## config.mk

```make
export PLATFORM = sky130hd
export DESIGN_NAME = fetch
export DESIGN_NICKNAME = d
export VERILOG_FILES = /design/src/hdl/datapath_pkg.sv /design/src/hdl/fetch.sv
export SDC_FILE = /design/constraint.sdc
export NUM_CORES = 1
export LEC_CHECK = 0
export BUFFER_PORTS_ARGS = -buffer_cell sky130_fd_sc_hd__buf_2
export CAP_MARGIN = 20
export CORE_ASPECT_RATIO = 1.75
export CORE_MARGIN = 5
export CORE_UTILIZATION = 43
export DETAILED_ROUTE_END_ITERATION = 8
export GPL_TIMING_DRIVEN = 0
export PLACE_DENSITY = 0.75
export SYNTH_ARGS = -nofsm -noshare
export SYNTH_HDL_FRONTEND = slang
export SYNTH_SLANG_ARGS = --single-unit
export TNS_END_PERCENT = 100
```

## constraint.sdc

```tcl
create_clock -name CLK -period 2.65 [get_ports CLK]
set_clock_uncertainty 0.2 [all_clocks]
set_input_delay 0.1325 -clock CLK [delete_from_list [all_inputs] [get_ports CLK]]
set_output_delay 0.1325 -clock CLK [all_outputs]
set_load 0.1 [all_outputs]
```

## src/hdl/datapath_pkg.sv

```systemverilog
// shared sizes, opcodes, instruction formats and pipeline latch types for the datapath
package datapath_pkg;

    // data and instruction width
    parameter int WORD_W = 32;
    // architectural registers, r0 reads zero
    parameter int REG_COUNT = 16;

    typedef logic [$clog2(REG_COUNT)-1:0] regsel_t;
    typedef logic [WORD_W-1:0] word_t;

    // 4-bit opcode field, upper half unused
    typedef enum logic [3:0] {
        OP_ADD  = 4'h0,
        OP_SUB  = 4'h1,
        OP_AND  = 4'h2,
        OP_OR   = 4'h3,
        OP_XOR  = 4'h4,
        OP_ADDI = 4'h5,
        OP_MUL  = 4'h6,
        OP_HALT = 4'h7
    } opcode_t;

    // register-register layout
    typedef struct packed {
        opcode_t     opcode;
        regsel_t     rd;
        regsel_t     rs1;
        regsel_t     rs2;
        logic [15:0] unused;
    } r_fmt_t;

    // register-immediate layout, imm is sign extended
    typedef struct packed {
        opcode_t     opcode;
        regsel_t     rd;
        regsel_t     rs1;
        logic [19:0] imm;
    } i_fmt_t;

    // same word seen through either format
    typedef union packed {
        r_fmt_t r_fmt;
        i_fmt_t i_fmt;
    } instr_u;

    // fetch/dispatch latch, 65 bits
    typedef struct packed {
        logic   valid;
        word_t  pc;
        instr_u instr;
    } fd_t;

    // issue/execute payload, 73 bits
    typedef struct packed {
        logic    valid;
        opcode_t opcode;
        regsel_t rd;
        word_t   a;
        word_t   b;
    } issue_t;

    // execute/writeback payload, 37 bits
    typedef struct packed {
        logic    valid;
        regsel_t rd;
        word_t   data;
    } wb_t;

endpackage

```

## src/hdl/fetch.sv

```systemverilog
// fetch stage: program counter, instruction memory request and fetch/dispatch latch
module fetch
    import datapath_pkg::*;
(
    input  logic  CLK,
    input  logic  nrst,
    input  logic  ihit,
    input  word_t imemload,
    input  logic  freeze,
    input  logic  halt,
    output logic  imemREN,
    output word_t imemaddr,
    output fd_t   fd
);
    word_t  pc;
    logic   pending;
    logic   load;
    logic   consume;
    logic   fd_valid;
    word_t  fd_pc;
    instr_u fd_instr;

    // returning fetch fills the latch
    assign load    = pending & ihit;
    // dispatch takes the latch this cycle
    assign consume = fd_valid & ~freeze;

    // one request in flight, address held until ihit
    assign imemREN  = pending;
    assign imemaddr = pc;

    assign fd.valid = fd_valid;
    assign fd.pc    = fd_pc;
    assign fd.instr = fd_instr;

    always_ff @(posedge CLK, negedge nrst) begin
        if (!nrst) begin
            pc       <= '0;
            pending  <= 1'b0;
            fd_valid <= 1'b0;
        end else begin
            // word addressed, one step per instruction
            if (load) begin
                pc <= pc + 1'b1;
            end
            // no new request after halt
            if (halt) begin
                pending <= 1'b0;
            end else if (pending) begin
                pending <= ~ihit;
            end else begin
                // request once the latch is empty
                pending <= ~fd_valid | consume;
            end
            if (load) begin
                fd_valid <= 1'b1;
            end else if (consume) begin
                fd_valid <= 1'b0;
            end
        end
    end

    // latch payload
    always_ff @(posedge CLK) begin
        if (load) begin
            fd_pc    <= pc;
            fd_instr <= imemload;
        end
    end

endmodule

```

Word-level counts from Yosys, hierarchy flattened
Cells that the tools add are included.

storage, ports and cells
  input bits = 37
  register bits = 98
  logic and storage cells = 17

operators by class
  multiplexer cells = 4
  reduce and logical (&&, ||, !) cells = 1
  bitwise logic cells = 6
  add/subtract/negate cells = 1

operators by type and width
  operator                                                          number
  32-bit by 1-bit adder with 32-bit output (second input constant)  1
  1-bit two-way mux                                                 4
  1-bit inverter                                                    3
  1-bit AND                                                         2
  2-bit nonzero test                                                1
  1-bit OR                                                          1

Longest topological paths before layout
Gate-level depths: netlist (run 1).

  depth in word-level cells = 5
  gate-level depth with buffers = 5
  mapped depth without buffers = 5

Worst setup path after synthesis (run 1)
OpenSTA, ideal clock, no wires.

  path type = reg-to-reg
  start point = register pending (netlist: imemREN)
  end point = register pc[1] (netlist: imemaddr[1])
  data arrival time = 3.018 ns
  library setup time = 0.128 ns
  cell stages (with the launch flop) = 4
  slack = -0.696 ns
  cell sequence = dfrtp_1 > nand2_1 > inv_1 > mux2_2

between the ends
  longest elaborated chain between the ends = 1

ends and longest elaborated chain
  what                      line         source
  start: declaration        fetch.sv:16  logic pending;
  start signal: assignment  fetch.sv:50  pending <= ~ihit;
  start signal: assignment  fetch.sv:53  pending <= ~fd_valid | consume;
  1-bit AND                 fetch.sv:24  assign load = pending & ihit;
  via load                  fetch.sv:17  logic load;
  end signal: assignment    fetch.sv:44  pc <= pc + 1'b1;
  end: declaration          fetch.sv:15  word_t pc;

The timed path passes the listed nets, and every way through them passes these cells.
A chain may end at the register's enable or synchronous reset.

Final worst setup path (run 1)
  start point = register pc[0] (netlist: imemaddr[0])
  end point = register pc[22] (netlist: imemaddr[22])

between the ends
  longest elaborated chain between the ends = 1

ends and longest elaborated chain
  what                                      line
  32-bit by 1-bit adder with 32-bit output  fetch.sv:44

Every way passes these cells.

==> metrics, run 1 <==
Total Power ~4.0 mW; Num CTS Buffers 9; Startpoint Class register; via count between 2000 and 2500; final worst slack 420 ps; critical-path cell list ha_1 -> and4_1 -> nor4b_4 -> nand4_1 -> xnor2_1; Net Count, Synth approximately 230; fraction of layout cells with a size suffix above 1 between 40% and 50%; total of max-cap violations 0; Worst Path Arrival roughly 2300 ps; RSZ-0062 raised after global routing no; via count of the first global-routing pass around 2500; post-layout util slightly above 60%; top cells by area in the synthesized netlist edfxtp_1, dfrtp_1, xnor2_1; Syn Std Cell Area around 3400 um2; largest net degree at the start of global routing between 40 and 50; setup tns final 0 ps; Routed WL between 7000 and 8000 um; die height about 130 um; top cells by count, synth edfxtp_1, dfrtp_1, xnor2_1; first-pass GRT wire length ~12000 um; ANT cells 0; Finished Cell Area roughly 4900 um2; distinct cell type count after synthesis 25; share of the synthesized area in the top cell type approximately 56%; DRT Pass-1 Iters 4; status finished clean; Post-synth EDFFs 64; PD cells about 810 nW/um2; Layout area overhead 42.7%; DRC viols 0; Final #Nets around 400; CTS root buf clkbuf_16; IO Port Bufs roughly 130; Tmin final ~2200 ps; FP Rows 43; Mapped Cells 190; clock sink count slightly below 100; Yosys warnings 0; Final Max Tran Viols 0; non-filler cells, final around 470; slowest CP cell nor4b_4; Final HPWL DP between 5000 and 6000 um; Crit Path Class register to register; drt wl/cell roughly 17 um; Avg Vias per Cell 4.85; placed cell areas about 4300 um2; CP max stage delay 630 ps; H-tree Lvls 3; ANT nets after route 0; Synth area leader edfxtp_1; post-synthesis async set-or-reset flop share between 30% and 40%; die area between 9000 and 10000 um2; Largest delay share family, worst path simple AND/OR/NAND/NOR gates; Critical Path Fanout Max 10; Setup Viol. Count Final 0; Crit path required time roughly 2700 ps; register bit total from synthesis between 90 and 100; CTS resizes 0; placed cells around 420; Worst-Skew Late Latency 340 ps; clk buf depth 2; Max-Slew Margin vs Limit 48.2%; HP Class input pin to register; Starting Density between 40 and 50%; CTS tree built; drt initial violations 84; Leak around 2.2 nW; peak supply drop just under 0.0008 V; initial antenna violation count 0; Core Box Area approximately 7900 um2; setup slack at placement 402 ps; Crit. End Element register; Slew @ Worst Pin between 700 and 800 ps; Post-Syn Area per Cell 18.2 um2; Buf/Inv on CP 0; Die W between 70 and 80 um; gr usage total 16.0%; fmax ~0.45 GHz; GPL Wtd Cong 0.753; Seq/Total Area, Yosys about four fifths; clk slew on worst S/H paths ~70 ps; total I/O pin count about 140; Top FF cell, synth edfxtp_1; WHS ~34 ps; endpoints failing hold 0; most frequent cell after synthesis edfxtp_1; total gr overflow 0; period utilization roughly 84%
-- cells by family after synthesis --
logic type | Yosys count | share of synthesized area, %
flops | 98 | 80.4
simple gates | 55 | 10.5
xor+xnor | 31 | 7.87
buf+inv | 4 | 0.544
mux | 1 | 0.326
fa+ha+maj | 1 | 0.363
-- worst reg2reg max path: stages (launching register included) --
cell,delay (ps)
dfrtp_1,430
ha_1,190
and4_1,280
nor4b_4,630
nand4_1,210
xnor2_1,170
-- cell usage in the layout (no fill, tap or decap), types with 5 or more instances in the layout --
cell type      count
buf_2            134
edfxtp_1          64
dlygate4sd3_1     36
dfrtp_1           33
xnor2_1           27
nand3_1           13
nand2_1           10
clkbuf_16          9
nand4_1            8
and4_1             5
-- registers in the layout, summed over array words and instances (netlist names) --
name / flops
fd_pc: 32
fd_valid: 1
fd_instr: 32
imemaddr: 32
imemREN: 1
-- path summary, 6_finish.rpt --
path	start	endpoint	slack [ps]	cells after the start
hold / removal	ihit	imemaddr[0]	30	3
setup / recovery	imemaddr[0]	imemaddr[22]	420	5
max in group asynchronous	nrst	imemREN	1480	2
min in group asynchronous	nrst	imemaddr[19]	210	2
setup reg to reg	imemaddr[0]	imemaddr[22]	420	5
hold reg to reg	imemaddr[31]	fd_pc[31]	310	0
-- timing repair --
| action | CTS | global route |
|---|---|---|
| hold endpoints to repair | 68 | 0 |
| buffers inserted | 0 | 0 |
| hold buffers | 36 | 0 |
-- where the power goes --
| group | internal (mW) | switching (mW) | total [mW] |
|---|---|---|---|
| logic | 0.154 | 0.719 | 0.873 |
| registers | 1.73 | 0.0805 | 1.81 |
| clock network | 0.741 | 0.555 | 1.30 |
| total | 2.63 | 1.35 | 3.98 |
-- area by class of cell --
| cell class | count | area, um2 |
|---|---|---|
| flip-flops and latches | 98 | 2770 |
| multi-input cells | 88 | 658 |
| well taps | 90 | 113 |
| clock buffers | 9 | 225 |
| inverters | 2 | 11.3 |
| fillers | 578 | 2990 |
| clock inverters | 7 | 77.6 |
| plain buffers | 2 | 11.3 |
| repair buffers | 171 | 1050 |
-- metal layers --
metal | track usage [%] | vias up | wire length (um)
met1 | 16.7 | 1099 | 2760
li1 | - | 1070 | -
met4 | 9.21 | 0 | 223
met5 | 0 | - | 0
met3 | 3.50 | 16 | 505
met2 | 29.1 | 81 | 4430
Note: power is estimated with default switching activity, not from simulation.
==> run 2: changes to the inputs <==
- CORE_UTILIZATION: 43 -> 48
- PLACE_DENSITY: 0.75 -> 0.79
- clock period: 2.65 -> 2.1 ns (I/O delays scaled with it)
==> metrics, run 2 (synthesized netlist as in run 1, its figures left out) <==
status finished clean; CTS root buf clkbuf_16; Crit path required time 2150 ps (-520 ps); post-layout util 70.5% (+8.3 points); Final HPWL DP 5180 um (-2.7%); DRT Pass-1 Iters 4 (unchanged); largest net degree at the start of global routing 45 (unchanged); Slew @ Worst Pin 780 ps (+3.30 ps); Worst-Skew Late Latency 340 ps (about the same); DRC viols 0 (unchanged); CP max stage delay 510 ps (-120 ps); PD cells 1000 nW/um2 (+24%); die height 122 um (-4.9%); IO Port Bufs 134 (unchanged); fraction of layout cells with a size suffix above 1 50.5% (+7.6 points); Setup Viol. Count Final 0 (unchanged); Worst Path Arrival 2000 ps (-250 ps); Leak 2.18 nW (-0.92%); FP Rows 41 (-4.7%); Num CTS Buffers 9 (unchanged); via count 2270 (+0.18%); endpoints failing hold 0 (unchanged); first-pass GRT wire length 12000 um (-2.7%); setup slack at placement -75.7 ps (-478 ps); drt initial violations 140 (+67%); Tmin final 1950 ps (-282 ps); Layout area overhead 45.8%; Max-Slew Margin vs Limit 48.0% (-0.22 points); die area 9050 um2 (-9.4%); most common cell after layout, fill and taps aside buf_2; peak supply drop 0.000910 V (+16%); placed cells 411 (-0.96%); total I/O pin count 135 (unchanged); ANT nets after route 0 (unchanged); final worst slack 152 ps (-268 ps); Critical Path Fanout Max 44 (+34); WHS 185 ps (+151 ps); critical-path cell list nand2_4 -> clkinvlp_4 -> buf_12 -> nor3_1; GPL Wtd Cong 0.769 (+2.0%); Core Box Area 7130 um2 (-9.8%); non-filler cells, final 467 (unchanged); Starting Density 48.4% (+4.8 points); most frequent cells in the layout buf_2, edfxtp_1, dlygate4sd3_1; total of max-cap violations 0 (unchanged); slowest CP cell dfrtp_4; RSZ-0062 raised after global routing no; fmax 0.513 GHz (+14%); via count of the first global-routing pass 2360 (-5.0%); setup tns final 0 ps (unchanged); Startpoint Class register; Final #Nets 413 (+0.73%); HP Class input pin to async pin; clk buf depth 2 (unchanged); CTS tree built; drt wl/cell 16.6 um (-1.8%); period utilization 92.8% (+8.6 points); gr usage total 18.3% (+2.2 points); Final Max Tran Viols 0 (unchanged); Crit. End Element register; total gr overflow 0 (unchanged); clock sink count 98 (unchanged); initial antenna violation count 1 (+1); Die W 74.1 um (-4.7%); Avg Vias per Cell 4.86 (+0.18%); H-tree Lvls 3 (unchanged); clk slew on worst S/H paths 70 ps (about the same); Crit Path Class register to register; Routed WL 7770 um (-1.8%)
run 2: final timing paths:
| path | start | endpoint | slack, ps | cells past startpoint |
|---|---|---|---|---|
| worst max-delay path | imemREN | imemREN | 150 | 4 |
| worst min-delay path | nrst | imemaddr[20] | 190 | 2 |
| worst max register to register | imemREN | imemREN | 150 | 4 |
| worst min register to register | imemaddr[17] | imemaddr[17] | 300 | 1 |
| max in group asynchronous | nrst | imemaddr[3] | 930 | 2 |
| min in group CLK | halt | imemREN | 270 | 3 |
run 2: final cells by class:
| cell class | instances | area (um2) |
|---|---|---|
| fill | 462 | 2100 |
| antenna | 1 | 2.50 |
| clock inverter | 6 | 66.3 |
| buffer | 2 | 11.3 |
| timing repair buffer | 174 | 1090 |
| tap | 86 | 108 |
| multi-input combinational | 88 | 682 |
| clock buffer | 10 | 229 |
| inverter | 2 | 11.3 |
| sequential | 98 | 2830 |
run 2: through the flow:
step / area [um2] / total power, mW
after floorplan: 3530 / 3.24
after global placement: 4310 / 3.42
after detailed placement: 4330 / 3.44
after CTS: 5020 / 5.10
after global routing: 5030 / 5.25
final: 5030 / 5.05
run 2: layer usage:
metal	GRT usage, %	vias up	wire [um]
met3	5.04	12	563
met4	9.30	0	187
met1	21.4	1106	2810
li1	-	1072	-
met5	0	-	0
met2	30.1	80	4210
run 2: worst max-delay path: cells and delay by family, from the launching register on:
family,cells,cell delay (ps)
DFF,1,510
buffers and inverters,2,850
and+or+nand+nor,2,310
run 2: power breakdown:
part           internal (mW)  switching, mW  total, mW
Clock                  0.927          0.675       1.60
Combinational          0.215          0.910       1.13
Sequential              2.21          0.113       2.33
Total                   3.36           1.70       5.05
run 2: what timing repair did:
action	CTS	global route
resized for setup	0	0
setup endpoints to repair	7	4
buffers inserted	1	1
endpoints found under the hold margin	69	0
hold buffers	37	0
pin swaps	0	1
==> run 3: changes to the inputs <==
- CORE_ASPECT_RATIO: 1.75 -> 0.6
==> metrics, run 3 (synthesized netlist as in run 1, its figures left out) <==
initial antenna violation count 0 (-1); Max-Slew Margin vs Limit 50.3% (+2.3 points); GPL Wtd Cong 0.776 (+0.94%); clk buf depth 2 (unchanged); first-pass GRT wire length 13300 um (+10%); final worst slack 164 ps (+12.8 ps); most common cell after layout, fill and taps aside buf_2; peak supply drop 0.000804 V (-12%); IO Port Bufs 134 (unchanged); Setup Viol. Count Final 0 (unchanged); DRT Pass-1 Iters 4 (unchanged); Total Power 5.11 mW (+1.1%); CTS tree built; Num CTS Buffers 9 (unchanged); Final HPWL DP 5420 um (+4.7%); Crit. End Element register; Final #Nets 413 (unchanged); fraction of layout cells with a size suffix above 1 50.5% (unchanged); setup slack at placement -86.0 ps (-10.3 ps); gr usage total 19.8% (+1.6 points); PD cells 1010 nW/um2 (+0.97%); total gr overflow 0 (unchanged); Leak 2.18 nW (-0.32%); Worst Path Arrival 1960 ps (-40 ps); Tmin final 1940 ps (-12.8 ps); Starting Density 50.6% (+2.2 points); die area 9040 um2 (-0.12%); Slew @ Worst Pin 746 ps (-33.9 ps); CTS root buf clkbuf_16; DRC viols 0 (unchanged); Fillers 422 (-8.7%); Final Max Tran Viols 0 (unchanged); post-layout util 73.8% (+3.3 points); Crit Path Class register to register; via count 2295 (+1.1%); RSZ-0062 raised after global routing no; clk slew on worst S/H paths 70 ps (about the same); drt wl/cell 18.7 um (+13%); total I/O pin count 135 (unchanged); Avg Vias per Cell 4.91 (+1.1%); clock sink count 98 (unchanged); Layout area overhead 45.9% (about the same); die height 75.7 um (-38%); most frequent cells in the layout buf_2, edfxtp_1, dlygate4sd3_1; Routed WL 8760 um (+13%); ANT cells 0 (-1); period utilization 92.2% (-0.61 points); Core Box Area 6820 um2 (-4.4%); Worst-Skew Late Latency 330 ps (about the same); via count of the first global-routing pass 2363 (+0.13%); HP Class input pin to async pin; largest net degree at the start of global routing 40 (-11%); Crit path required time 2120 ps (-30 ps); endpoints failing hold 0 (unchanged); fmax 0.517 GHz (+0.66%); Die W 119 um (+61%); FP Rows 23 (-44%); Startpoint Class register; total of max-cap violations 0 (unchanged); H-tree Lvls 3 (unchanged); CTS resizes 0 (unchanged); Critical Path Fanout Max 10 (-77%); ANT nets after route 0 (unchanged); drt initial violations 109 (-22%); status finished clean
## run 3: changes by cell type in the layout (fill, tap and decap cells not counted), sizes merged
cell      delta
clkinvlp     +2
diode        -1
buf          -1
clkinv       -2
inv          +1
## run 3: per-layer routing
layer  routed length (um)  global-route usage [%]  vias up
li1                     -                       -     1070
met1                 3730                    25.4     1121
met2                 4130                    32.5       96
met3                  787                    7.34        8
met4                  108                    6.22        0
met5                    0                       0        -
## run 3: what timing repair did
item,in CTS,in global routing
gates cloned,1,0
setup buffers,1,0
hold buffers,37,0
hold endpoints to repair,69,0
endpoints found under the setup margin,9,1
pin swaps,0,1
## run 3: path summary, 6_finish.rpt
check                        startpoint      endpoint  slack [ps]  cells after the start
min reg2reg                imemaddr[26]  imemaddr[26]         290                      1
max                         imemaddr[3]  imemaddr[31]         160                      4
max in group asynchronous          nrst   imemaddr[8]         960                      2
min in group CLK                   halt       imemREN         280                      3
max reg2reg                 imemaddr[3]  imemaddr[31]         160                      4
min                                nrst       imemREN         180                      2
## run 3: stage by stage
step           instance area, um2  hold slack [ps]  setup TNS (ps)  cells
2_1_floorplan                3530             -391          -14230    190
4_1_cts                      5030              211               0    467
5_1_grt                      5030              283               0    467
6_report                     5030              180               0    467
3_3_place_gp                 4310             27.5          -31280    411
3_5_place_dp                 4330             28.0            -368    412
## run 3: power by group
group          switching [mW]  total [mW]  internal, mW
registers               0.114        2.33          2.21
clock network           0.705        1.65         0.940
logic                   0.920        1.13         0.215
total                    1.74        5.11          3.37
## run 3: area by class of cell
| class | instances | area [um2] | share of cell area, % |
|---|---|---|---|
| inverters | 2 | 11.3 | 0.224 |
| well taps | 87 | 109 | 2.16 |
| clock inverters | 6 | 75.1 | 1.49 |
| repair inverters | 1 | 5.00 | 0.0994 |
| clock buffers | 10 | 229 | 4.55 |
| plain buffers | 2 | 11.3 | 0.224 |
| repair buffers | 173 | 1080 | 21.5 |
| multi-input cells | 88 | 682 | 13.5 |
| flip-flops and latches | 98 | 2830 | 56.2 |
## run 3: worst max-delay path, stage by stage (launching register included)
cell     delay, ps
dfrtp_4        470
nand4_4        170
nor4_4         620
nand4_1        200
xnor2_1        160
