==> config.mk <==
export PLATFORM = sky130hd
export DESIGN_NAME = dispatch
export DESIGN_NICKNAME = d
export VERILOG_FILES = /design/src/hdl/datapath_pkg.sv /design/src/hdl/dispatch.sv
export SDC_FILE = /design/constraint.sdc
export NUM_CORES = 1
export LEC_CHECK = 0
export ABC_AREA = 1
export BUFFER_PORTS_ARGS = -buffer_cell sky130_fd_sc_hd__buf_2
export CORE_AREA = 2 2 145 147
export CTS_BUF_LIST = sky130_fd_sc_hd__clkbuf_4
export CTS_CLUSTER_DIAMETER = 60
export DETAILED_ROUTE_END_ITERATION = 10
export DIE_AREA = 0 0 147 149
export GPL_TIMING_DRIVEN = 0
export PLACE_DENSITY = 0.44
export RECOVER_POWER = 100
export SLEW_MARGIN = 20
export SYNTH_ARGS = -nofsm -noshare
export SYNTH_HDL_FRONTEND = slang
export SYNTH_SLANG_ARGS = --single-unit
==> constraint.sdc <==
create_clock -name CLK -period 2.8 [get_ports CLK]
set_input_delay 0.56 -clock CLK [delete_from_list [all_inputs] [get_ports CLK]]
set_output_delay 0.56 -clock CLK [all_outputs]
set_load 0.05 [all_outputs]
==> src/hdl/datapath_pkg.sv <==
// shared sizes, opcodes, instruction formats and pipeline latch types for the datapath
package datapath_pkg;

    // data and instruction width
    parameter int WORD_W = 32;
    // architectural registers, r0 reads zero
    parameter int REG_COUNT = 16;

    typedef logic [$clog2(REG_COUNT)-1:0] regsel_t;
    typedef logic [WORD_W-1:0] word_t;

    // 4-bit opcode field, upper half unused
    typedef enum logic [3:0] {
        OP_ADD  = 4'h0,
        OP_SUB  = 4'h1,
        OP_AND  = 4'h2,
        OP_OR   = 4'h3,
        OP_XOR  = 4'h4,
        OP_ADDI = 4'h5,
        OP_MUL  = 4'h6,
        OP_HALT = 4'h7
    } opcode_t;

    // register-register layout
    typedef struct packed {
        opcode_t     opcode;
        regsel_t     rd;
        regsel_t     rs1;
        regsel_t     rs2;
        logic [15:0] unused;
    } r_fmt_t;

    // register-immediate layout, imm is sign extended
    typedef struct packed {
        opcode_t     opcode;
        regsel_t     rd;
        regsel_t     rs1;
        logic [19:0] imm;
    } i_fmt_t;

    // same word seen through either format
    typedef union packed {
        r_fmt_t r_fmt;
        i_fmt_t i_fmt;
    } instr_u;

    // fetch/dispatch latch, 65 bits
    typedef struct packed {
        logic   valid;
        word_t  pc;
        instr_u instr;
    } fd_t;

    // issue/execute payload, 73 bits
    typedef struct packed {
        logic    valid;
        opcode_t opcode;
        regsel_t rd;
        word_t   a;
        word_t   b;
    } issue_t;

    // execute/writeback payload, 37 bits
    typedef struct packed {
        logic    valid;
        regsel_t rd;
        word_t   data;
    } wb_t;

endpackage

==> src/hdl/dispatch.sv <==
// dispatch stage: decode, scoreboard, hazard freeze, unit pick, issue and halt detect
module dispatch
    import datapath_pkg::*;
#(
    parameter int NUM_FU = 3
)
(
    input  logic                 CLK,
    input  logic                 nrst,
    input  fd_t                  fd,
    input  word_t                rdat1,
    input  word_t                rdat2,
    input  logic    [NUM_FU-1:0] fu_idle,
    input  logic                 clr_valid,
    input  regsel_t              clr_rd,
    output logic                 freeze,
    output regsel_t              rsel1,
    output regsel_t              rsel2,
    output issue_t  [NUM_FU-1:0] issue,
    output logic                 halt
);
    instr_u               ins;
    opcode_t              op;
    logic [REG_COUNT-1:0] busy;
    logic                 halt_seen;
    logic                 is_halt;
    logic                 uses_rs2;
    logic                 writes_rd;
    logic                 raw;
    logic                 waw;
    logic                 any_idle;
    logic [NUM_FU-1:0]    pick;
    logic                 consume;
    logic                 go;
    word_t                imm_ext;
    word_t                opb;

    assign ins = fd.instr;
    // opcode sits in the same place in both formats
    assign op  = ins.r_fmt.opcode;

    assign is_halt  = (op == OP_HALT);
    // rs2 only for register-register ops
    assign uses_rs2 = (op != OP_ADDI) && !is_halt;
    // writes to r0 are dropped at dispatch
    assign writes_rd = !is_halt && (ins.r_fmt.rd != '0);

    assign rsel1 = ins.r_fmt.rs1;
    assign rsel2 = ins.r_fmt.rs2;

    assign imm_ext = {{(WORD_W-20){ins.i_fmt.imm[19]}}, ins.i_fmt.imm};
    assign opb     = (op == OP_ADDI) ? imm_ext : rdat2;

    // read after write on a pending source
    assign raw = !is_halt && (busy[rsel1] || (uses_rs2 && busy[rsel2]));
    // write after write keeps same-register retire order
    assign waw = writes_rd && busy[ins.r_fmt.rd];

    // lowest idle unit
    assign any_idle = |fu_idle;
    assign pick     = fu_idle & (~fu_idle + 1'b1);

    assign freeze  = halt_seen | (fd.valid & (raw | waw | (writes_rd & ~any_idle)));
    assign consume = fd.valid & ~freeze;
    assign go      = consume & writes_rd;

    // same payload to every unit, valid only at the picked one
    always_comb begin
        for (int i = 0; i < NUM_FU; i++) begin
            issue[i].valid  = go & pick[i];
            issue[i].opcode = op;
            issue[i].rd     = ins.r_fmt.rd;
            issue[i].a      = rdat1;
            issue[i].b      = opb;
        end
    end

    // scoreboard busy bits and halt flag
    always_ff @(posedge CLK, negedge nrst) begin
        if (!nrst) begin
            busy      <= '0;
            halt_seen <= 1'b0;
        end else begin
            if (clr_valid) begin
                busy[clr_rd] <= 1'b0;
            end
            if (go) begin
                busy[ins.r_fmt.rd] <= 1'b1;
            end
            if (consume && is_halt) begin
                halt_seen <= 1'b1;
            end
        end
    end

    // machine drained, stays high since nothing issues after halt
    assign halt = halt_seen & ~(|busy) & (&fu_idle);

endmodule

* After elaboration in Yosys (flattened, before gate mapping) *
Cells that the tools add are included.

word-level totals
  input port bits = 139
  word-level logic and storage cells = 59
  output and inout port bits = 229
  register bits after elaboration = 17

cells by class
  eq/ne operators = 3
  reductions and logical operators = 14
  bitwise logic cells = 20
  add/subtract/negate cells = 1
  $lt $le $gt $ge = 6
  multiplexer cells = 13

operators by type and width
  operator                                                     number
  2-to-1 mux 16 bit                                            2
  2-to-1 mux 32 bit                                            1
  less-than comparator 4 x 5 -> 1 bit (second input constant)  4
  bitwise AND 16 bit                                           1
  inverter 16 bit                                              1
  OR 16 bit                                                    1
  OR reduction 16 bit                                          1
  binary-select mux 1 bit (select 4 bit)                       3
  bitwise AND 1 bit                                            9
  demux 1 bit (select 4 bit)                                   2
  equality test 4 x 3 -> 1 bit (second input constant)         2
  >= comparator 4 x 1 -> 1 bit (second input constant)         2
  logical AND 1 bit                                            8
  2-to-1 mux 1 bit                                             5
  inequality test 4 x 3 -> 1 bit (second input constant)       1
  nonzero test 4 bit                                           1
  adder 3 x 1 -> 3 bit (second input constant)                 1
  bitwise AND 3 bit                                            1
  inverter 1 bit                                               3
  inverter 3 bit                                               1
  OR 1 bit                                                     3
  AND reduction 3 bit                                          1
  OR reduction 3 bit                                           1
  logical NOT 1 bit                                            1
  logical OR 1 bit                                             1

* Depth between registers and ports, before layout *
Gate-level depths: netlist (run 1).

  depth in word-level cells = 14
  mapped depth = 15
  mapped depth without buffers = 13

* Least setup slack after synthesis (run 1) *
No wires, ideal clock.

  path type = input to output
  from = input fd[30] (netlist bit)
  to = output issue[164] (netlist bit)
  stages on the path = 8
  arrival time = 2.824 ns
  path slack = -0.584 ns
  cells stage by stage = inv_1 -> nor2_1 -> nand2_1 -> nor2_4 -> inv_2 -> clkbuf_1 -> o21ai_0 -> buf_4

RTL lines
  element          RTL line        RTL
  start, declared  dispatch.sv:10  input fd_t fd,
  end, declared    dispatch.sv:19  output issue_t [NUM_FU-1:0] issue,

==> results of run 1 <==
## area by class of cell
class	count	share of cell area, %
multi-input combinational	282	24.7
tap	275	6.72
buffer	203	29.4
clock inverter	1	0.0977
inverter	44	3.27
clock buffer	3	0.440
sequential	17	8.31
timing repair buffer	304	27.1
## routing by layer
metal	vias up	track usage, %	wire length (µm)
li1	2135	-	-
met1	1725	14.4	5810
met2	183	18.5	6210
met3	4	1.38	838
met4	0	0.577	31
met5	-	0	0
## worst min-delay path by stage
stage	from	end	depth (start not counted)
3_3_place_gp	nrst	halt_seen$_DFFE_PN0P_	1
6_report	nrst	halt_seen$_DFFE_PN0P_	1
2_1_floorplan	nrst	busy[0]$_DFF_PN0_	0
4_1_cts	nrst	busy[2]$_DFF_PN0_	1
3_5_place_dp	nrst	halt_seen$_DFFE_PN0P_	1
5_1_grt	nrst	busy[8]$_DFF_PN0_	1
## worst max-delay path: cells and delay by family
kind,cells,cell delay [ns]
simple gates,5,0.64
buf+inv,6,0.89
## logic make-up after synthesis
| logic type | after synthesis | share of synthesized area [%] |
|---|---|---|
| buf+inv | 247 | 50.1 |
| flops | 17 | 12.8 |
| simple gates | 256 | 32.8 |
| compound gates | 26 | 4.29 |
## flip-flops by register name, summed over array words and instances (netlist names)
signal	cells
halt_seen	1
busy	16
## per-stage QoR
step	hold WS (ns)	power, mW	utilization (%)	cells
floorplan	0.264	1.29	-	546
global placement	0.504	1.57	25.2	1122
detailed placement	0.504	1.57	25.2	1122
CTS	0.175	1.71	25.5	1129
global route	0.411	1.75	24.9	1129
finish	0.363	1.68	24.9	1129
## repair_timing
item | CTS | global route
resized for setup | 9 | 14
endpoints found under the setup margin | 76 | 53
pin swaps | 2 | 2
buffers inserted | 3 | 0
## power by group
group	leakage (nW)	switching [mW]	internal, mW	total, mW
clock	0.0177	0.0841	0.0533	0.137
combinational	2.68	0.938	0.357	1.29
sequential	0.232	0	0.245	0.245
## synthesized netlist by cell type, types with 2 or more instances
master	number
buf_4	193
nand2_1	164
inv_1	39
nand3_1	35
nor2_1	29
nand4_1	19
dfrtp_1	17
o21ai_0	17
clkbuf_1	5
buf_2	4
inv_2	4
o31ai_1	4
nor4_1	3
o21ai_1	3
nand3b_1	2
==> key figures, run 1 <==
Yosys
  • Synthesized area per cell: 6.09 µm²
  • Distinct cell type count after synthesis: 23
  • Seq cells post-synth: 17
  • Yosys warnings: 0
  • Mapped Cells: 546
  • Cell taking the most area after synthesis: buf_4
  • Sequential area share after synthesis: 12.8%
  • Cell Area, Synth: 3320 µm²
  • Number of flops mapped to enable cells by yosys: 0
  • Ys flop type: dfrtp_1
  • Asr flop ratio synth: 100%
  • Top post-synthesis cells by area: buf_4, nand2_1, dfrtp_1
  • Syn Nets: 685
  • Synth top area share: 43.6%

Die
  • Initial core utilization: between 10% and 20%
  • Horiz. Die Dim: 147 µm
  • Site row count: 53
  • IO Count: 368
  • CORE AREA: 20,600 µm²
  • Die H: around 150 µm
  • Die area: 21,900 µm²

Route
  • DRC Markers: 0
  • WL/cell: 11.4 µm
  • Final WL: 12.9 mm
  • Routed vias: 4,047
  • DRT iter0 DRCs: around 180
  • Vias/cell: 3.58
  • Post-route ant nets: 0
  • DR pass1 iterations: 4

Clocking
  • CTS Buf Count: 3
  • H-Tree Depth: 1
  • CTS max path bufs: 2
  • Clk_lat worst skew: 0.30 ns
  • Sinks on Clock Net: 17
  • Hold Buf Count CTS: 0
  • CTS clock-pin slew for the worst setup and hold paths: 0.10 ns
  • Clk root buf: clkbuf_4
  • TritonCTS clock tree: built

Worst setup path
  • Critical path arrival: 2.09 ns
  • FF-to-FF path depth: 14
  • Launch point of the worst path: fd[30]
  • CP Class: in2out
  • Required @ worst endpoint: ~2.2 ns
  • Reg-to-reg critical path startpoint: busy[15]$_DFF_PN0_
  • CP Cell Sequence: buf_2 > inv_1 > nor2_2 > nand2_1 > nor2_4 > buf_4 > nand2_1 > clkbuf_2 > nand2_1 > buf_4 > buf_2
  • CP max stage cell: buf_2
  • Crit Reg-Reg Endpoint: busy[12]$_DFF_PN0_
  • Largest stage delay, worst path: 0.25 ns
  • Crit path launch type: primary input
  • Critical Path Fanout Max: 10
  • CP endpoint kind: output pin
  • CP most frequent cell: nand2_1
  • Reg2Reg Setup Slack: between 1 and 1.5 ns
  • CP Capture Point: issue[100]

Global routing
  • Global route overflow: 0
  • Gr usage total: between 10% and 20%
  • Largest net degree at the start of global routing: 18
  • First-pass GRT wire length: 18.7 mm
  • Antenna violations before repair: 0
  • Vias in the first global route: roughly 3,500

STA
  • Max-slew headroom: 38.0%
  • RSZ-0062 raised after global routing: true
  • Max Slew Vio Count: 0
  • Max frequency: 378 MHz
  • Setup Skew: 0.00269 ns
  • Tcrit/Tclk final: 94.5%
  • Final Hold Fails: 0
  • Crit path time final: roughly 2.6 ns
  • Setup tns final: 0 ns
  • Post-route setup slack: about 0.15 ns
  • Final setup fails: 0
  • Worst Tran Pin Value: 0.930 ns

Placement
  • Placer's final routability congestion estimate: about 0.78
  • HPWL Detailed: 11.1 mm
  • Post-DP Area: 5180 µm²
  • IO buf count: 301
  • Post-Place Worst Slack: -0.255 ns

Power
  • Leakage power: 2.93 nW
  • Pwr/cell area: 327 nW/µm²
  • Max IR drop VDD: 0.137 mV

Run status
  • Outcome: complete, no violations

Layout
  • # fillers: 2,417
  • Most common cell after layout, fill and taps aside: buf_4
  • Multi-input combinational cell area: 1260 µm²
  • Final Instance Area: 5120 µm²
  • Area grow syn2layout: 54.1%
  • Ant. Diodes: 0
  • Share of post-route cells with drive strength above 1: a little under half
  • Sequential cell area: around 430 µm²
  • Final nets: 994
  • Most frequent cells in the layout: buf_4, buf_2, nand2_1

Min path
  • HP Class: in2async

Job
  • Maxcap violations: 0
Note: power is estimated with default switching activity, not from simulation.
==> inputs of run 2 (changes only) <==
- ABC_AREA: 1 -> 0
- PLACE_DENSITY: 0.44 -> 0.43
==> key figures, run 2 <==
Worst setup path
  • Crit Reg-Reg Endpoint: busy[12]$_DFF_PN0_
  • CP Class: in2out
  • CP endpoint kind: output pin
  • CP Cell Sequence: buf_12 > buf_6 > buf_6 > buf_6 > mux2i_2 > nor3b_2 > nor4_4 > buf_4 > nand3_4 > buf_4 > nor4_4 > buf_6
  • Required @ worst endpoint: about 2.2 ns
  • Reg-to-reg critical path startpoint: busy[3]$_DFF_PN0_
  • Largest stage delay, worst path: 0.24 ns
  • Crit path launch type: primary input
  • Crit path max-delay family: buffers and inverters
  • CP max stage cell: nor4_4
  • FF-to-FF path depth: 8
  • Critical Path Fanout Max: 4
  • Reg2Reg Setup Slack: 0.68 ns
  • Buffers plus inverters on the worst setup path: 7
  • CP most frequent cell: buf_6
  • Critical path arrival: 2.30 ns

Route
  • Post-route ant nets: 0
  • DR pass1 iterations: 4
  • WL/cell: 12.8 µm
  • Final WL: 13.4 mm
  • DRC Markers: 0
  • Routed vias: 3,850
  • Vias/cell: 3.68
  • DRT iter0 DRCs: about 140

Global routing
  • Vias in the first global route: 3,504
  • Gr usage total: 11.2%
  • Met2 Track Usage GR: 22.4%
  • Largest net degree at the start of global routing: 18
  • GR Util met1: 13.1%
  • Global route overflow: 0
  • Antenna violations before repair: 0
  • Layer with the highest usage: met2
  • First-pass GRT wire length: 19.6 mm
  • Met3 Usage GRT: 1.62%

Clocking
  • H-Tree Depth: 1
  • Clk_lat worst skew: ~0.3 ns
  • Clk root buf: clkbuf_4
  • CTS clock-pin slew for the worst setup and hold paths: 0.11 ns
  • CTS max path bufs: 2
  • Hold Buf Count CTS: 0
  • TritonCTS clock tree: built
  • Sinks on Clock Net: 17
  • CTS Buf Count: 3

Yosys
  • Cell taking the most area after synthesis: buf_4
  • Multiplexer share of the synthesized area: 9.39%
  • Sequential area share after synthesis: 12.9%
  • Asr flop ratio synth: 100%
  • Top post-synthesis cells by area: buf_4, dfrtp_1, nand2_1
  • Simple-Gate Fraction of Synth Area: a little under a quarter
  • Combinational family with the most area after synthesis: buffers and inverters
  • Adder-cell share of the synthesized area: 0%
  • Most common cell in the netlist: buf_4
  • Syn Nets: slightly below 600
  • XOR/XNOR Fraction of Synth Area: 0%
  • Ys flop type: dfrtp_1
  • Yosys warnings: 0
  • Cell Area, Synth: 3300 µm²
  • Synth Area in Compound Gates: 6.78%
  • Synthesized area per cell: 7.36 µm²
  • Seq cells post-synth: 17
  • Number of flops mapped to enable cells by yosys: 0
  • Distinct cell type count after synthesis: 41
  • Mapped Cells: around 450
  • Synth cell count leaders: buf_4, nand2_1, dfrtp_1, o21ai_0, nand4_1
  • Synth top area share: 44.1%

STA
  • Max frequency: 350 MHz
  • Post-route setup slack: -0.0567 ns
  • RSZ-0062 raised after global routing: true
  • Max Slew Vio Count: 0
  • Setup Skew: 0.00758 ns
  • Final Hold Fails: 0
  • Hold WS: 0.383 ns
  • Worst Tran Pin Value: around 0.98 ns
  • Max-slew headroom: 34.5%
  • Tcrit/Tclk final: 102%
  • Final setup fails: 4
  • Crit path time final: 2.86 ns

Power
  • P_int: 907 µW
  • Switching share of power: 58.0%
  • Switching pwr: 1.25 mW
  • Leakage power: about 2.8 nW
  • Clock group share of total power: 7.1%
  • Pwr/cell area: 403 nW/µm²
  • Seq pwr share: between 15 and 20%
  • Max IR drop VDD: 0.131 mV
  • Total power: around 2.2 mW
  • Combinational share of power: between 70% and 80%

Die
  • Die area: 21,900 µm²
  • Initial core utilization: 16.1%
  • Site row count: between 50 and 60
  • CORE AREA: 20,600 µm²
  • Horiz. Die Dim: 147 µm
  • IO Count: 368
  • Die H: 149 µm

Run status
  • Outcome: finished, violations left
  • Failing checks: negative setup slack

Layout
  • Most frequent cells in the layout: buf_4, buf_2, clkbuf_1
  • Final nets: 912
  • Max reg flops: 16
  • Top flop regs: busy x16, halt_seen x1
  • Area grow syn2layout: 62.0%
  • # fillers: roughly 2,400
  • Share of post-route cells with drive strength above 1: between 50% and 60%
  • Most common cell after layout, fill and taps aside: buf_4
  • Ant. Diodes: 0
  • Largest Register: busy

Placement
  • Placer's final routability congestion estimate: 0.788
  • IO buf count: 300
  • HPWL Detailed: 11.4 mm

Min path
  • HP Class: in2async

Job
  • Maxcap violations: 0
run 2: power by group through the flow:
stage	combinational (mW)	sequential, mW	clock, mW
CTS	1.66	0.362	0.151
finish	1.64	0.367	0.153
global route	1.74	0.378	0.167
detailed placement	1.58	0.378	0
floorplan	1.26	0.339	0
global placement	1.58	0.378	0
run 2: how the worst max path moves through the flow:
| stage | startpoint | endpoint | cells after the start |
|---|---|---|---|
| finish | fd[25] | issue[145] | 12 |
| global route | fd[25] | issue[218] | 12 |
| CTS | busy[3]$_DFF_PN0_ | issue[145] | 7 |
| detailed placement | fd[31] | issue[82] | 8 |
| global placement | fd[31] | issue[155] | 8 |
| floorplan | fd[25] | issue[145] | 5 |
run 2: cell families after synthesis:
kind of cell,Yosys count
multiplexers,20
buffers and inverters,212
AND/OR/NAND/NOR,162
AO/OA/AOI/OAI,38
flip-flops,17
run 2: through the flow:
stage / cell area (µm²) / setup TNS [ns] / utilization, % / instances / setup slack [ns]
6_report: 5350 / -0.174 / 26.0 / 1047 / -0.0567
2_1_floorplan: 3360 / -0.0766 / - / 449 / -0.0766
3_5_place_dp: 5210 / -34.78 / 25.4 / 1024 / -0.736
4_1_cts: 5440 / -0.217 / 26.5 / 1044 / -0.0687
5_1_grt: 5350 / -0.494 / 26.0 / 1047 / -0.134
3_3_place_gp: 5210 / -67.98 / 25.3 / 1024 / -1.06
run 2: routing by layer:
| metal | wire, µm | vias to the layer above |
|---|---|---|
| li1 | - | 1939 |
| met1 | 5180 | 1721 |
| met2 | 7270 | 185 |
| met3 | 946 | 5 |
| met4 | 37 | 0 |
| met5 | 0 | - |
run 2: final cells by class:
| type | count | area, µm² | area share [%] |
|---|---|---|---|
| flip-flops and latches | 17 | 429 | 8.02 |
| repair buffers | 320 | 1550 | 29.0 |
| inverters | 4 | 15.0 | 0.281 |
| plain buffers | 207 | 1560 | 29.1 |
| multi-input cells | 220 | 1430 | 26.7 |
| clock buffers | 4 | 30.0 | 0.561 |
| well taps | 275 | 344 | 6.43 |
run 2: repair_timing:
action,CTS,global route
pin swaps,5,4
resized for setup,26,17
buffers inserted,16,4
setup endpoints to repair,97,45
run 2: worst register-to-register path: cells and delay by family, from the launching register on:
kind / cells / cell delay [ns]
AOI/OAI and AO/OA: 2 / 0.38
buffers and inverters: 3 / 0.48
DFF: 1 / 0.40
muxes: 3 / 0.78
==> inputs of run 3 (changes only) <==
- GPL_ROUTABILITY_DRIVEN: unset -> 0
- clock period: 2.8 -> 2.9 ns (I/O delays scaled with it)
==> key figures, run 3 (synthesis gave the netlist of run 2 again) <==
Run status
  • Outcome: complete, no violations

Layout
  • Largest Register: busy
  • Multi-input combinational cell area: 1430 µm²
  • Area grow syn2layout: 62.3%
  • Max reg flops: 16
  • Share of post-route cells with drive strength above 1: 56.7%
  • Top flop regs: busy x16, halt_seen x1
  • Final Instance Area: 5360 µm²
  • Ant. Diodes: 0
  • Sequential cell area: 429 µm²
  • Final nets: 914
  • # fillers: 2,377
  • Most common cell after layout, fill and taps aside: buf_4
  • Most frequent cells in the layout: buf_4, buf_2, clkbuf_1

STA
  • Setup Skew: 0.00775 ns
  • Final setup fails: 0
  • Crit path time final: 2.88 ns
  • Worst Tran Pin Value: 0.983 ns
  • RSZ-0062 raised after global routing: true
  • Max-slew headroom: 34.5%
  • Hold WS: roughly 0.4 ns
  • Max frequency: 347 MHz
  • Max Slew Vio Count: 0
  • Final Hold Fails: 0
  • Post-route setup slack: 0.0207 ns
  • Tcrit/Tclk final: 99.3%

Placement
  • HPWL Detailed: ~11 mm
  • Post-DP Area: around 5200 µm²
  • IO buf count: 300
  • Post-Place Worst Slack: -0.861 ns

Clocking
  • H-Tree Depth: 1
  • TritonCTS clock tree: built
  • Sinks on Clock Net: 17
  • CTS clock-pin slew for the worst setup and hold paths: 0.10 ns
  • CTS Buf Count: 3
  • Clk_lat worst skew: ~0.3 ns
  • Hold Buf Count CTS: 0
  • Clk root buf: clkbuf_4
  • CTS max path bufs: 2

Route
  • Vias/cell: between 3 and 4
  • DRT iter0 DRCs: 196
  • WL/cell: around 13 µm
  • Post-route ant nets: 0
  • DR pass1 iterations: 4
  • Routed vias: 3,837
  • DRC Markers: 0
  • Final WL: 13.2 mm

Worst setup path
  • CP Class: reg2out
  • Critical Path Fanout Max: 5
  • Crit path max-delay family: multiplexers
  • Buffers plus inverters on the worst setup path: 2
  • CP endpoint kind: output pin
  • Crit path launch type: flip-flop
  • Critical path arrival: 2.30 ns
  • FF-to-FF path depth: 9
  • CP most frequent cell: buf_6
  • CP max stage cell: mux4_2
  • Worst path depth: 7
  • CP Cell Sequence: buf_6 > mux4_2 > mux2i_1 > mux2_4 > o211ai_4 > a221o_1 > buf_6
  • Largest stage delay, worst path: 0.47 ns
  • Required @ worst endpoint: 2.32 ns

Global routing
  • Vias in the first global route: 3,491
  • Antenna violations before repair: 0
  • Largest net degree at the start of global routing: 18
  • Global route overflow: 0
  • First-pass GRT wire length: 19.1 mm
  • Gr usage total: 10.8%

Die
  • Initial core utilization: 16.1%
  • Die area: 21,900 µm²
  • Site row count: 53
  • CORE AREA: 20,600 µm²
  • Die H: 149 µm
  • IO Count: 368
  • Horiz. Die Dim: 147 µm

Power
  • Total power: around 2.1 mW
  • Pwr/cell area: 392 nW/µm²
  • Max IR drop VDD: ~0.12 mV
  • Leakage power: 2.80 nW

Job
  • Maxcap violations: 0

Min path
  • HP Class: in2async
## run 3: changes by cell type in the layout (fill, tap and decap cells not counted), moves of 2 or more
cell      change
buf_2         +5
buf_4         -2
clkbuf_4      -5
buf_6         +3
## run 3: final timing paths
path	slack [ns]	start	end
max	0.02	busy[3]$_DFF_PN0_	freeze
min	0.41	nrst	busy[4]$_DFF_PN0_
max reg2reg	0.77	busy[3]$_DFF_PN0_	busy[6]$_DFF_PN0_
min reg2reg	0.59	busy[0]$_DFF_PN0_	busy[0]$_DFF_PN0_
max in group asynchronous	1.84	nrst	busy[2]$_DFF_PN0_
min in group CLK	0.53	fd[64]	halt_seen$_DFFE_PN0P_
## run 3: final cells by class
cell class | instances | area share, %
Clock buffer | 4 | 0.560
Inverter | 4 | 0.280
Multi-Input combinational cell | 220 | 26.7
Tap cell | 275 | 6.42
Buffer | 208 | 29.0
Timing Repair Buffer | 321 | 29.0
Sequential cell | 17 | 8.01
## run 3: what timing repair did
item / CTS / global route
resized for setup: 21 / 25
setup endpoints to repair: 100 / 38
buffers inserted: 10 / 11
pin swaps: 4 / 5
## run 3: power breakdown
part | switching [mW] | internal [mW] | leakage, nW
clock | 0.0780 | 0.0630 | 0.0184
combinational | 1.05 | 0.543 | 2.57
sequential | 0.0746 | 0.286 | 0.220
total | 1.21 | 0.892 | 2.80
## run 3: through the flow
| step | instances | setup TNS (ns) | util [%] |
|---|---|---|---|
| 2_1_floorplan | 449 | -0.145 | - |
| 3_3_place_gp | 1024 | -54.01 | 25.3 |
| 6_report | 1049 | 0 | 26.1 |
| 3_5_place_dp | 1024 | -51.95 | 25.3 |
| 5_1_grt | 1049 | -0.341 | 26.1 |
| 4_1_cts | 1038 | -0.0302 | 26.1 |
## run 3: routing by layer
metal	track usage, %	up-vias	routed length (µm)
li1	-	1947	-
met1	12.9	1691	5060
met2	20.6	192	6850
met3	2.32	7	1200
met4	1.35	0	69
met5	0	-	0
